<file path="config.mk">
export PLATFORM = sky130hd
export DESIGN_NAME = flash_reader
export DESIGN_NICKNAME = d
export VERILOG_FILES = /design/src/common/flash_pkg.sv /design/src/spi/spi_byte_engine.sv /design/src/hw/read_window.sv /design/src/hw/flash_seq.sv /design/src/hw/flash_reader.sv
export SDC_FILE = /design/constraint.sdc
export NUM_CORES = 1
export LEC_CHECK = 0
export BUFFER_PORTS_ARGS = -buffer_cell sky130_fd_sc_hd__clkbuf_2
export CAP_MARGIN = 15
export CORE_MARGIN = 2
export CORE_UTILIZATION = 35
export CTS_CLUSTER_SIZE = 40
export DETAILED_ROUTE_END_ITERATION = 16
export SLEW_MARGIN = 20
export SYNTH_ARGS = -nofsm -noshare
export SYNTH_HDL_FRONTEND = slang
export SYNTH_HIERARCHICAL = 1
export SYNTH_SLANG_ARGS = --single-unit
</file>
<file path="constraint.sdc">
create_clock -name clk_i -period 6.6 [get_ports clk_i]
set_clock_uncertainty 0.05 [all_clocks]
set_input_delay 0.33 -clock clk_i [delete_from_list [all_inputs] [get_ports clk_i]]
set_output_delay 0.33 -clock clk_i [all_outputs]
set_load 0.05 [all_outputs]
</file>
<file path="src/common/flash_pkg.sv">
// Serial flash reader definitions
`default_nettype none

package flash_pkg;

   // Device geometry. A block holds sixteen pages.
   localparam int FLASH_SIZE = 1048576;
   localparam int PAGE_SIZE  = 256;
   localparam int BLOCK_SIZE = 16 * PAGE_SIZE;

   // Address split into block number and byte offset inside the block.
   localparam int ADDR_W   = $clog2(FLASH_SIZE);
   localparam int OFFSET_W = $clog2(BLOCK_SIZE);
   localparam int BLOCK_W  = ADDR_W - OFFSET_W;

   // System clocks per half SCK period.
   localparam int SCK_DIV = 2;

   // Clocks to wait after the wake command before the next command.
   localparam int RESUME_WAIT = 100;

   typedef enum logic [7:0] {
      CMD_FAST_READ  = 8'h0B,
      CMD_RESUME_DPD = 8'hAB,
      CMD_DPD        = 8'hB9
   } cmd_e;

   typedef enum logic [2:0] {
      ST_IDLE,
      ST_WAKE,
      ST_WAKE_WAIT,
      ST_READ_CMD,
      ST_STREAM,
      ST_SLEEP,
      ST_END
   } seq_state_e;

   typedef enum logic [3:0] {
      STATUS_OK  = 4'h0,
      STATUS_END = 4'hF
   } status_e;

endpackage

`default_nettype wire

</file>
<file path="src/spi/spi_byte_engine.sv">
// SPI byte shift engine
`timescale 1ns/1ps
`default_nettype none

module spi_byte_engine (
   input  wire        clk_i,
   input  wire        rstn_i,
   input  wire        en_i,
   input  wire [7:0]  tx_data_i,
   input  wire        tx_valid_i,
   output logic       tx_ready_o,
   output logic [7:0] rx_data_o,
   output logic       rx_valid_o,
   input  wire        rx_ready_i,
   output logic       sck_o,
   output logic       csn_o,
   output logic       mosi_o,
   input  wire        miso_i
);

   logic                                      busy_q;
   logic [$clog2(flash_pkg::SCK_DIV + 1)-1:0] div_q;
   logic [2:0]                                bit_q;
   logic [7:0]                                tx_shift_q;
   logic [7:0]                                rx_shift_q;
   logic                                      tx_fire;
   logic                                      half_tick;
   logic                                      byte_done;

   // A new byte only starts when the receive holding register is free,
   // so SCK stays parked low while the sequencer is not taking data.
   assign tx_ready_o = ~busy_q & (~rx_valid_o | rx_ready_i);
   assign tx_fire    = tx_valid_i & tx_ready_o;
   assign half_tick  = busy_q & (div_q == flash_pkg::SCK_DIV - 1);
   assign byte_done  = half_tick & sck_o & (bit_q == 3'd7);
   assign mosi_o     = tx_shift_q[7];

   always_ff @(posedge clk_i or negedge rstn_i) begin
      if (!rstn_i) begin
         busy_q     <= 1'b0;
         sck_o      <= 1'b0;
         div_q      <= '0;
         bit_q      <= '0;
         rx_valid_o <= 1'b0;
      end else begin
         if (tx_fire) begin
            busy_q <= 1'b1;
            sck_o  <= 1'b0;
            div_q  <= '0;
            bit_q  <= '0;
         end else if (half_tick) begin
            div_q <= '0;
            sck_o <= ~sck_o;
            // Bits are counted on the falling edge that ends each SCK period.
            if (sck_o) begin
               bit_q <= bit_q + 1'b1;
               if (bit_q == 3'd7) begin
                  busy_q <= 1'b0;
               end
            end
         end else if (busy_q) begin
            div_q <= div_q + 1'b1;
         end
         if (byte_done) begin
            rx_valid_o <= 1'b1;
         end else if (rx_ready_i) begin
            rx_valid_o <= 1'b0;
         end
      end
   end

   // Chip select follows the enable but never rises while a byte is shifting.
   always_ff @(posedge clk_i or negedge rstn_i) begin
      if (!rstn_i) begin
         csn_o <= 1'b1;
      end else if (tx_fire || en_i) begin
         csn_o <= 1'b0;
      end else if (!busy_q) begin
         csn_o <= 1'b1;
      end
   end

   // In mode 0 mosi changes on the falling edge and miso is sampled on the rising edge.
   always_ff @(posedge clk_i) begin
      if (tx_fire) begin
         tx_shift_q <= tx_data_i;
      end else if (half_tick && sck_o) begin
         tx_shift_q <= {tx_shift_q[6:0], 1'b0};
      end
      if (half_tick && !sck_o) begin
         rx_shift_q <= {rx_shift_q[6:0], miso_i};
      end
      if (byte_done) begin
         rx_data_o <= rx_shift_q;
      end
   end

   a_sck_parked: assert property (@(posedge clk_i) disable iff (!rstn_i)
      csn_o |-> !sck_o);

   a_csn_fall: assert property (@(posedge clk_i) disable iff (!rstn_i)
      $fell(csn_o) |-> (bit_q == 3'd0) && !sck_o);

endmodule

`default_nettype wire

</file>
<file path="src/hw/read_window.sv">
// Read address window
`timescale 1ns/1ps
`default_nettype none

module read_window (
   input  wire                          clk_i,
   input  wire                          rstn_i,
   input  wire                          in_en_i,
   input  wire                          idle_i,
   input  wire [flash_pkg::BLOCK_W-1:0]  start_block_i,
   input  wire [flash_pkg::BLOCK_W-1:0]  end_block_i,
   input  wire [flash_pkg::OFFSET_W-1:0] read_offset_i,
   input  wire                          byte_taken_i,
   output logic                         start_o,
   output logic [23:0]                  rd_addr_o,
   output logic                         last_o
);

   logic                        en_q;
   logic                        rise;
   logic                        pos_valid_q;
   logic [flash_pkg::ADDR_W-1:0] pos_q;

   // A session only starts on a rising enable seen while the sequencer is idle.
   assign rise = in_en_i & ~en_q & idle_i;

   always_ff @(posedge clk_i or negedge rstn_i) begin
      if (!rstn_i) begin
         en_q        <= 1'b0;
         start_o     <= 1'b0;
         pos_valid_q <= 1'b0;
      end else begin
         en_q    <= in_en_i;
         start_o <= rise;
         if (rise) begin
            pos_valid_q <= 1'b1;
         end
      end
   end

   // The position always points at the byte that the application gets next.
   always_ff @(posedge clk_i) begin
      if (rise) begin
         pos_q <= {start_block_i, read_offset_i};
      end else if (byte_taken_i) begin
         pos_q <= pos_q + 1'b1;
      end
   end

   assign rd_addr_o = {{(24 - flash_pkg::ADDR_W){1'b0}}, pos_q};

   // Last byte of the end block, i.e. the offset is all ones.
   assign last_o = pos_valid_q
                 & (pos_q[flash_pkg::ADDR_W-1:flash_pkg::OFFSET_W] == end_block_i)
                 & (&pos_q[flash_pkg::OFFSET_W-1:0]);

   // The sequencer must not hand out data before a session has loaded the position.
   a_taken_after_start: assert property (@(posedge clk_i) disable iff (!rstn_i)
      byte_taken_i |-> pos_valid_q);

endmodule

`default_nettype wire

</file>
<file path="src/hw/flash_seq.sv">
// Flash read sequencer
`timescale 1ns/1ps
`default_nettype none

module flash_seq (
   input  wire                clk_i,
   input  wire                rstn_i,
   input  wire                start_i,
   input  wire                last_i,
   input  wire [23:0]         rd_addr_i,
   input  wire                in_en_i,
   input  wire                clear_status_i,
   output logic               idle_o,
   output logic               byte_taken_o,
   output logic [7:0]         in_data_o,
   output logic               in_valid_o,
   input  wire                in_ready_i,
   output flash_pkg::status_e status_o,
   output logic               spi_en_o,
   output logic [7:0]         tx_data_o,
   output logic               tx_valid_o,
   input  wire                tx_ready_i,
   input  wire [7:0]          rx_data_i,
   input  wire                rx_valid_i,
   output logic               rx_ready_o
);

   flash_pkg::seq_state_e state_q;
   flash_pkg::seq_state_e state_d;
   logic [2:0]            cnt_q;
   logic [2:0]            cnt_d;
   logic [$clog2(flash_pkg::RESUME_WAIT + 1)-1:0] wait_q;
   logic [$clog2(flash_pkg::RESUME_WAIT + 1)-1:0] wait_d;
   logic                  load;

   assign idle_o       = (state_q == flash_pkg::ST_IDLE);
   assign byte_taken_o = (state_q == flash_pkg::ST_STREAM) & in_valid_o & in_ready_i;
   assign load         = (state_q == flash_pkg::ST_STREAM) & rx_valid_i & rx_ready_o;

   always_comb begin
      if (state_q == flash_pkg::ST_END) begin
         status_o = flash_pkg::STATUS_END;
      end else begin
         status_o = flash_pkg::STATUS_OK;
      end
   end

   always_comb begin
      state_d    = state_q;
      cnt_d      = cnt_q;
      wait_d     = wait_q;
      spi_en_o   = 1'b0;
      tx_valid_o = 1'b0;
      tx_data_o  = 8'h00;
      rx_ready_o = 1'b0;
      case (state_q)
         flash_pkg::ST_IDLE: begin
            cnt_d = '0;
            if (start_i) begin
               state_d = flash_pkg::ST_WAKE;
            end
         end
         flash_pkg::ST_WAKE: begin
            if (cnt_q == 3'd0) begin
               spi_en_o   = 1'b1;
               tx_valid_o = 1'b1;
               tx_data_o  = flash_pkg::CMD_RESUME_DPD;
               if (tx_ready_i) begin
                  cnt_d = 3'd1;
               end
            end else begin
               // Release chip select once the wake byte has left the engine.
               rx_ready_o = 1'b1;
               if (tx_ready_i) begin
                  state_d = flash_pkg::ST_WAKE_WAIT;
                  wait_d  = '0;
               end
            end
         end
         flash_pkg::ST_WAKE_WAIT: begin
            wait_d = wait_q + 1'b1;
            if (wait_q == flash_pkg::RESUME_WAIT) begin
               state_d = flash_pkg::ST_READ_CMD;
               cnt_d   = '0;
            end
         end
         flash_pkg::ST_READ_CMD: begin
            // Opcode, three address bytes and a dummy byte; their rx bytes are dropped.
            spi_en_o   = 1'b1;
            rx_ready_o = 1'b1;
            if (cnt_q < 3'd5) begin
               tx_valid_o = 1'b1;
               if (tx_ready_i) begin
                  cnt_d = cnt_q + 1'b1;
               end
            end else if (rx_valid_i) begin
               state_d = flash_pkg::ST_STREAM;
            end
            case (cnt_q)
               3'd0: tx_data_o = flash_pkg::CMD_FAST_READ;
               3'd1: tx_data_o = rd_addr_i[23:16];
               3'd2: tx_data_o = rd_addr_i[15:8];
               3'd3: tx_data_o = rd_addr_i[7:0];
               default: tx_data_o = 8'h00;
            endcase
         end
         flash_pkg::ST_STREAM: begin
            spi_en_o   = 1'b1;
            tx_valid_o = 1'b1;
            rx_ready_o = ~in_valid_o & in_en_i;
            if (!in_en_i || (byte_taken_o && last_i)) begin
               state_d = flash_pkg::ST_SLEEP;
               cnt_d   = '0;
            end
         end
         flash_pkg::ST_SLEEP: begin
            case (cnt_q)
               3'd0: begin
                  // Drain any byte still in flight and let chip select rise.
                  rx_ready_o = 1'b1;
                  if (tx_ready_i) begin
                     cnt_d = 3'd1;
                  end
               end
               3'd1: begin
                  cnt_d = 3'd2;
               end
               3'd2: begin
                  spi_en_o   = 1'b1;
                  tx_valid_o = 1'b1;
                  tx_data_o  = flash_pkg::CMD_DPD;
                  if (tx_ready_i) begin
                     cnt_d = 3'd3;
                  end
               end
               default: begin
                  rx_ready_o = 1'b1;
                  if (tx_ready_i) begin
                     state_d = flash_pkg::ST_END;
                  end
               end
            endcase
         end
         flash_pkg::ST_END: begin
            if (clear_status_i) begin
               state_d = flash_pkg::ST_IDLE;
            end
         end
         default: begin
            state_d = flash_pkg::ST_IDLE;
         end
      endcase
   end

   always_ff @(posedge clk_i or negedge rstn_i) begin
      if (!rstn_i) begin
         state_q    <= flash_pkg::ST_IDLE;
         cnt_q      <= '0;
         wait_q     <= '0;
         in_valid_o <= 1'b0;
      end else begin
         state_q <= state_d;
         cnt_q   <= cnt_d;
         wait_q  <= wait_d;
         if (load) begin
            in_valid_o <= 1'b1;
         end else if (byte_taken_o || !in_en_i) begin
            in_valid_o <= 1'b0;
         end
      end
   end

   always_ff @(posedge clk_i) begin
      if (load) begin
         in_data_o <= rx_data_i;
      end
   end

   // A byte offered to the application stays put until it is accepted.
   a_in_hold: assert property (@(posedge clk_i) disable iff (!rstn_i)
      in_valid_o && !in_ready_i && in_en_i |=> in_valid_o && $stable(in_data_o));

endmodule

`default_nettype wire

</file>
<file path="src/hw/flash_reader.sv">
// Serial flash reader top level
`timescale 1ns/1ps
`default_nettype none

module flash_reader (
   input  wire                          clk_i,
   input  wire                          rstn_i,
   input  wire                          in_en_i,
   input  wire [flash_pkg::BLOCK_W-1:0]  start_block_i,
   input  wire [flash_pkg::BLOCK_W-1:0]  end_block_i,
   input  wire [flash_pkg::OFFSET_W-1:0] read_offset_i,
   output logic [7:0]                   in_data_o,
   output logic                         in_valid_o,
   input  wire                          in_ready_i,
   input  wire                          clear_status_i,
   output flash_pkg::status_e           status_o,
   output logic                         sck_o,
   output logic                         csn_o,
   output logic                         mosi_o,
   input  wire                          miso_i
);

   logic        idle;
   logic        start;
   logic        last;
   logic [23:0] rd_addr;
   logic        byte_taken;
   logic        spi_en;
   logic [7:0]  tx_data;
   logic        tx_valid;
   logic        tx_ready;
   logic [7:0]  rx_data;
   logic        rx_valid;
   logic        rx_ready;

   read_window u_window (
      .clk_i         (clk_i),
      .rstn_i        (rstn_i),
      .in_en_i       (in_en_i),
      .idle_i        (idle),
      .start_block_i (start_block_i),
      .end_block_i   (end_block_i),
      .read_offset_i (read_offset_i),
      .byte_taken_i  (byte_taken),
      .start_o       (start),
      .rd_addr_o     (rd_addr),
      .last_o        (last)
   );

   flash_seq u_seq (
      .clk_i          (clk_i),
      .rstn_i         (rstn_i),
      .start_i        (start),
      .last_i         (last),
      .rd_addr_i      (rd_addr),
      .in_en_i        (in_en_i),
      .clear_status_i (clear_status_i),
      .idle_o         (idle),
      .byte_taken_o   (byte_taken),
      .in_data_o      (in_data_o),
      .in_valid_o     (in_valid_o),
      .in_ready_i     (in_ready_i),
      .status_o       (status_o),
      .spi_en_o       (spi_en),
      .tx_data_o      (tx_data),
      .tx_valid_o     (tx_valid),
      .tx_ready_i     (tx_ready),
      .rx_data_i      (rx_data),
      .rx_valid_i     (rx_valid),
      .rx_ready_o     (rx_ready)
   );

   spi_byte_engine u_spi (
      .clk_i      (clk_i),
      .rstn_i     (rstn_i),
      .en_i       (spi_en),
      .tx_data_i  (tx_data),
      .tx_valid_i (tx_valid),
      .tx_ready_o (tx_ready),
      .rx_data_o  (rx_data),
      .rx_valid_o (rx_valid),
      .rx_ready_i (rx_ready),
      .sck_o      (sck_o),
      .csn_o      (csn_o),
      .mosi_o     (mosi_o),
      .miso_i     (miso_i)
   );

endmodule

`default_nettype wire

</file>
== Word level (Yosys, flattened, before mapping) ==
Cells that the tools add are included.
Operators by class
  add/subtract/negate cells: 5
  order comparisons: 1
  equality and inequality tests: 29
  multiplexer cells: 58
  bitwise gates (word level): 20
  reduce and logical (&&, ||, !) cells: 29
Operators with widths (count)
  3-bit two-way mux: 20
  20-bit two-way mux: 2
  8-bit two-way mux: 4
  8-bit one-hot mux with 4 select lines: 1
  8-bit one-hot mux with 3 select lines: 1
  3-bit one-hot mux with 7 select lines: 1
  20-bit by 1-bit adder with 20-bit output (second input constant): 1
  3-bit one-hot mux with 6 select lines: 1
  1-bit two-way mux: 17
  2-bit nonzero test: 8
  1-bit bitwise AND: 14
  7-bit two-way mux: 2
  2-bit by 1-bit != test with 1-bit output (second input constant): 7
  2-bit != test (second input constant): 7
  7-bit one-hot mux with 2 select lines: 1
  3-bit by 2-bit equality test with 1-bit output (second input constant): 4
  3-bit equality test (second input constant): 4
  12-bit AND reduction: 1
  10-bit AND reduction: 1
  3-bit one-hot mux with 3 select lines: 1
  8-bit equality test: 1
  1-bit one-hot mux with 4 select lines: 2
  8-bit AND reduction: 1
  7-bit by 1-bit adder with 7-bit output (second input constant): 1
  23 further kinds: 39
Word-level totals
  bits in registers: 78
  bits of input ports: 34
  output and inout port bits: 16
  logic and storage cells: 160

== Depth between registers and ports, before layout ==
  depth after elaboration: 9
  gate-level depth with buffers: 13
  gate-level depth less buffers: 12

== Cells and area by module ==
The synthesis kept the hierarchy.
Modules (own cells, without submodules)
  flash_seq: instances 1, cells an instance 184, area each 1642.8 um^2, sequential area each 590.6 um^2
  read_window: instances 1, cells an instance 146, area each 1445.1 um^2, sequential area each 675.6 um^2
  spi_byte_engine: instances 1, cells an instance 71, area each 1257.5 um^2, sequential area each 947.2 um^2

== Worst setup path after synthesis ==
No wires, ideal clock.
  path kind: reg2reg
  start: register u_seq.cnt_q[0]
  end: register u_seq.state_q[0]
  library setup time: 0.128 ns
  data arrival time: 2.989 ns
  data required time: 6.422 ns
  slack: 3.434 ns
  cell stages (with the launch flop): 14
  buffers on the path: 1
  clock period less this slack: 3.166 ns
  cell sequence: dfrtp_1 > inv_1 > ha_1 > nor2_1 > o22ai_1 > o22ai_1 > nor2b_4 > nor2_1 > buf_6 > or4b_1 > a32oi_1 > o21ai_1 > a2111o_1 > mux2_1
Between the ends
  word-level cells in the longest chain between the ends: 8
  elaborated cells on any way between the ends: 17
  classes of those cells: order compare: 1; eq/ne: 7; mux: 3; bitwise: 2; reduce/logical: 4
Ends and longest elaborated chain
  start: declaration: line flash_seq.sv:30  | logic [2:0] cnt_q;
  start signal: assignment: line flash_seq.sv:163  | cnt_q <= cnt_d;
  3-bit by 1-bit equality test with 1-bit output or 3-bit by 2-bit equality test with 1-bit output (tied branches): line flash_seq.sv:117  | case (cnt_q)
  2-bit OR reduction (no source line)
  1-bit two-way mux: line flash_seq.sv:117
  1-bit one-hot mux with 4 select lines *: line flash_seq.sv:56  | case (state_q)
  net rx_ready: line flash_reader.sv:34  | logic rx_ready;
  1-bit OR *: line spi_byte_engine.sv:32  | assign tx_ready_o = ~busy_q & (~rx_valid_o | rx_ready_i);
  1-bit bitwise AND *: line spi_byte_engine.sv:32
  net tx_ready: line flash_reader.sv:31  | logic tx_ready;
  2-bit by 1-bit != test with 1-bit output (no source line)
  10-bit AND reduction (no source line) *
  end signal: assignment: line flash_seq.sv:157  | state_q <= flash_pkg::ST_IDLE;
  end signal: assignment: line flash_seq.sv:162  | state_q <= state_d;
  end: declaration: line flash_seq.sv:28  | flash_pkg::seq_state_e state_q;
Mark *: on every way through the listed nets, which the timed path passes. The rest lies on a longest branch.
A chain may end at the register's enable or synchronous reset.

== Worst setup path after layout ==
  start: register u_seq.cnt_q[0]
  end: register u_seq.state_q[1]
The elaborated chain is that of the path after synthesis.

==> impl_metrics.env <==
export IMPL_io_buffers=49
export IMPL_fin_util_pct=40.9
export IMPL_antenna_found_initial=0
export IMPL_htree_levels=3
export IMPL_die_area_um2=13300
export IMPL_p_sw_share_pct=37.4
export IMPL_area_growth_pct=13.5
export IMPL_clock_sinks=78
export IMPL_wl_um=9340
export IMPL_clkPwrFrac_pct=24.7
export IMPL_synth_edff_count=52
export IMPL_ctsLongestPathBuffers=2
export IMPL_grt_pass1_vias=3058
export IMPL_synth_largest_area_cell="edfxtp_1"
export IMPL_cts_root_buf="clkbuf_16"
export IMPL_drt_wirelength_per_cell_um=15.2
export IMPL_synth_area_leaders="edfxtp_1, dfrtp_1, nand2_1, xnor2_1, ha_1"
export IMPL_hp_class="primary input to register"
export IMPL_grt_max_degree=37
export IMPL_critical_path_buf_inv_count=1
export IMPL_min_from="miso_i"
export IMPL_design_area_um2=4930
export IMPL_setup_violations=0
export IMPL_ant_nets=0
export IMPL_antenna_cells=0
export IMPL_syn_inst=401
export IMPL_final_common_cell="edfxtp_1"
export IMPL_core_region_area_um2=12100
export IMPL_io_pins=50
export IMPL_peakVddDrop_mv=0.176
export IMPL_avgViaCountPerCell=5.13
export IMPL_avgSynthCellArea_um2=10.8
export IMPL_rsz0062_at_grt="false"
export IMPL_critPathRequiredTime_ns=6.76
export IMPL_initial_core_util_pct=36.0
export IMPL_critPathKind="register to register"
export IMPL_cts_resized=0
export IMPL_drt_initial_drc_count=241
export IMPL_num_vias=3152
export IMPL_critPathMaxFanout=9
export IMPL_synth_cell_types=72
export IMPL_critPathArrivalTime_ns=4.05
export IMPL_max_slew_margin_pct=29.1
export IMPL_cpLargestDelayFamily="compound AO/OA/AOI/OAI gates"
export IMPL_grt_ovfl_total=0
export IMPL_timing_final_crit_share_pct=58.8
export IMPL_synth_seq_cells=78
export IMPL_hold_viol_final=0
export IMPL_post_cts_buffers=0
export IMPL_p_int_mw=1.17
export IMPL_power_leakage_nw=1.89
export IMPL_combPwrFrac_pct=32.9
export IMPL_cts_made_buffers=9
export IMPL_chipHeight_um=115
export IMPL_fmaxAchievable_mhz=258
export IMPL_synth_warnings=6
export IMPL_syn_area_um2=4350
export IMPL_p_sw_mw=0.701
export IMPL_clk_latency_ns=0.34
export IMPL_drv_cap=0
export IMPL_final_cell_mix="edfxtp_1, clkbuf_2, nand2_1"
export IMPL_cts_tree="built"
export IMPL_drv_slew=0
export IMPL_crit_path_top_delay_cell="or4b_1"
export IMPL_p_seq_share_pct=42.3
export IMPL_dr_pass1_iters=5
export IMPL_num_rows=40
export IMPL_placed_cell_area_um2=4650
export IMPL_drc=0
export IMPL_critical_path_max_stage_delay_ns=0.51
export IMPL_ys_flop_type="edfxtp_1"
export IMPL_grt_pass1_wl_um=15300
export IMPL_tightestPinTransition_ns=1.06
export IMPL_crit_chain="inv_1 -> ha_1 -> nor2_1 -> o22ai_1 -> o22ai_1 -> nor2b_4 -> nor2_1 -> or4b_1 -> a32oi_1 -> o21ai_1 -> a2111o_1 -> mux2_1"
export IMPL_gp_congestion=0.826
export IMPL_yosysSeqAreaShare_pct=50.9
export IMPL_startpoint="u_seq/cnt_q[0]"
export IMPL_synth_top_area_share_pct=35.9
export IMPL_grt_usage_pct=14.8
export IMPL_power_density_nw_per_um2=379
export IMPL_setup_tns_ns=0
export IMPL_num_nets_final=486
export IMPL_drive_gt1_share_pct=19.5
export IMPL_post_dp_hpwl_um=6440
export IMPL_status="completed"
export IMPL_async_flop_share_pct=33.3
export IMPL_fin_crit_ns=3.88
export IMPL_clk_pin_slew_ns=0.06
export IMPL_cp_end_kind="register"
export IMPL_cp_start_kind="register"
export IMPL_die_x_um=115
export IMPL_r2r_start="u_seq/cnt_q[0]"
area by class of cell:
class | count | area (um2)
Fill cell | 1170 | 7130
Sequential cell | 78 | 2210
Multi-Input combinational cell | 288 | 1920
Timing Repair Buffer | 50 | 255
Clock buffer | 10 | 229
Tap cell | 168 | 210
Inverter | 15 | 56.3
Clock inverter | 6 | 47.5
through the flow:
stage / instances / hold WS (ns) / power, mW / worst slack (ns)
2_1_floorplan: 404 / -0.0156 / 1.29 / 3.43
3_3_place_gp: 598 / 0.352 / 1.39 / 3.03
3_5_place_dp: 598 / 0.355 / 1.42 / 2.84
4_1_cts: 615 / 0.105 / 1.89 / 2.77
5_1_grt: 615 / 0.111 / 2.00 / 2.52
6_report: 615 / 0.118 / 1.87 / 2.72
power by group through the flow:
| stage | clock network [mW] | registers [mW] | logic, mW |
|---|---|---|---|
| floorplan | 0 | 0.768 | 0.524 |
| global placement | 0 | 0.794 | 0.597 |
| detailed placement | 0 | 0.801 | 0.614 |
| CTS | 0.477 | 0.792 | 0.618 |
| global route | 0.495 | 0.814 | 0.695 |
| finish | 0.463 | 0.792 | 0.617 |
worst paths after layout:
| path | end | slack, ns | depth (start not counted) |
|---|---|---|---|
| max | u_seq/state_q[1] | 2.72 | 12 |
| min | u_spi/rx_shift_q[0] | 0.12 | 1 |
| max reg2reg | u_seq/state_q[1] | 2.72 | 12 |
| min reg2reg | u_seq/in_data_o[0] | 0.36 | 0 |
| max in group asynchronous | u_spi/bit_q[1] | 5.56 | 2 |
| min in group asynchronous | u_seq/wait_q[1] | 0.51 | 2 |
metal layers:
metal | global-route usage (%) | vias up | routed length, um | share of wire (%)
met3 | 3.03 | 22 | 409 | 4.4
met5 | 0 | - | 0 | 0
li1 | - | 1548 | - | -
met4 | 6.59 | 0 | 254 | 2.7
met1 | 20.2 | 1501 | 4400 | 47
met2 | 22.9 | 81 | 4280 | 46
cells in the mapped netlist (all sizes together) (3+ instances only):
master,n
and3,6
nand3,11
inv,13
a222oi,4
ha,10
clkbuf,10
buf,11
dfrtp,25
nor2b,7
nand4,10
nand2b,7
a21o,3
nand3b,4
nand2,40
o21ai,39
edfxtp,52
and2,3
mux2i,7
mux2,9
xor2,9
a22oi,3
a221oi,3
nor4,5
a21oi,9
nor2,28
nor3,14
xnor2,17
a31oi,4
o2bb2ai,3
cells by family (layout without fill, tap and decap cells):
kind of cell	Yosys count	after routing	share of synthesized area, %
fa+ha+maj	10	10	2.88
compound gates	84	84	12.6
xor+xnor	26	26	5.24
mux	16	16	3.94
buf+inv	38	81	5.10
simple gates	148	148	19.2
flops	78	78	50.9
other cells	1	4	0.0863
registers in the layout, indices dropped and copies added (netlist names), 7 cells and up:
name	count
u_spi/rx_data_o	8
u_window/pos_q	20
u_spi/tx_shift_q	8
u_seq/in_data_o	8
u_spi/rx_shift_q	8
u_seq/wait_q	7
repair_timing:
action	CTS	global route
endpoints found under the setup margin	0	0
hold endpoints to repair	24	0
hold buffers	1	0
(Power assumes the default switching activity.)
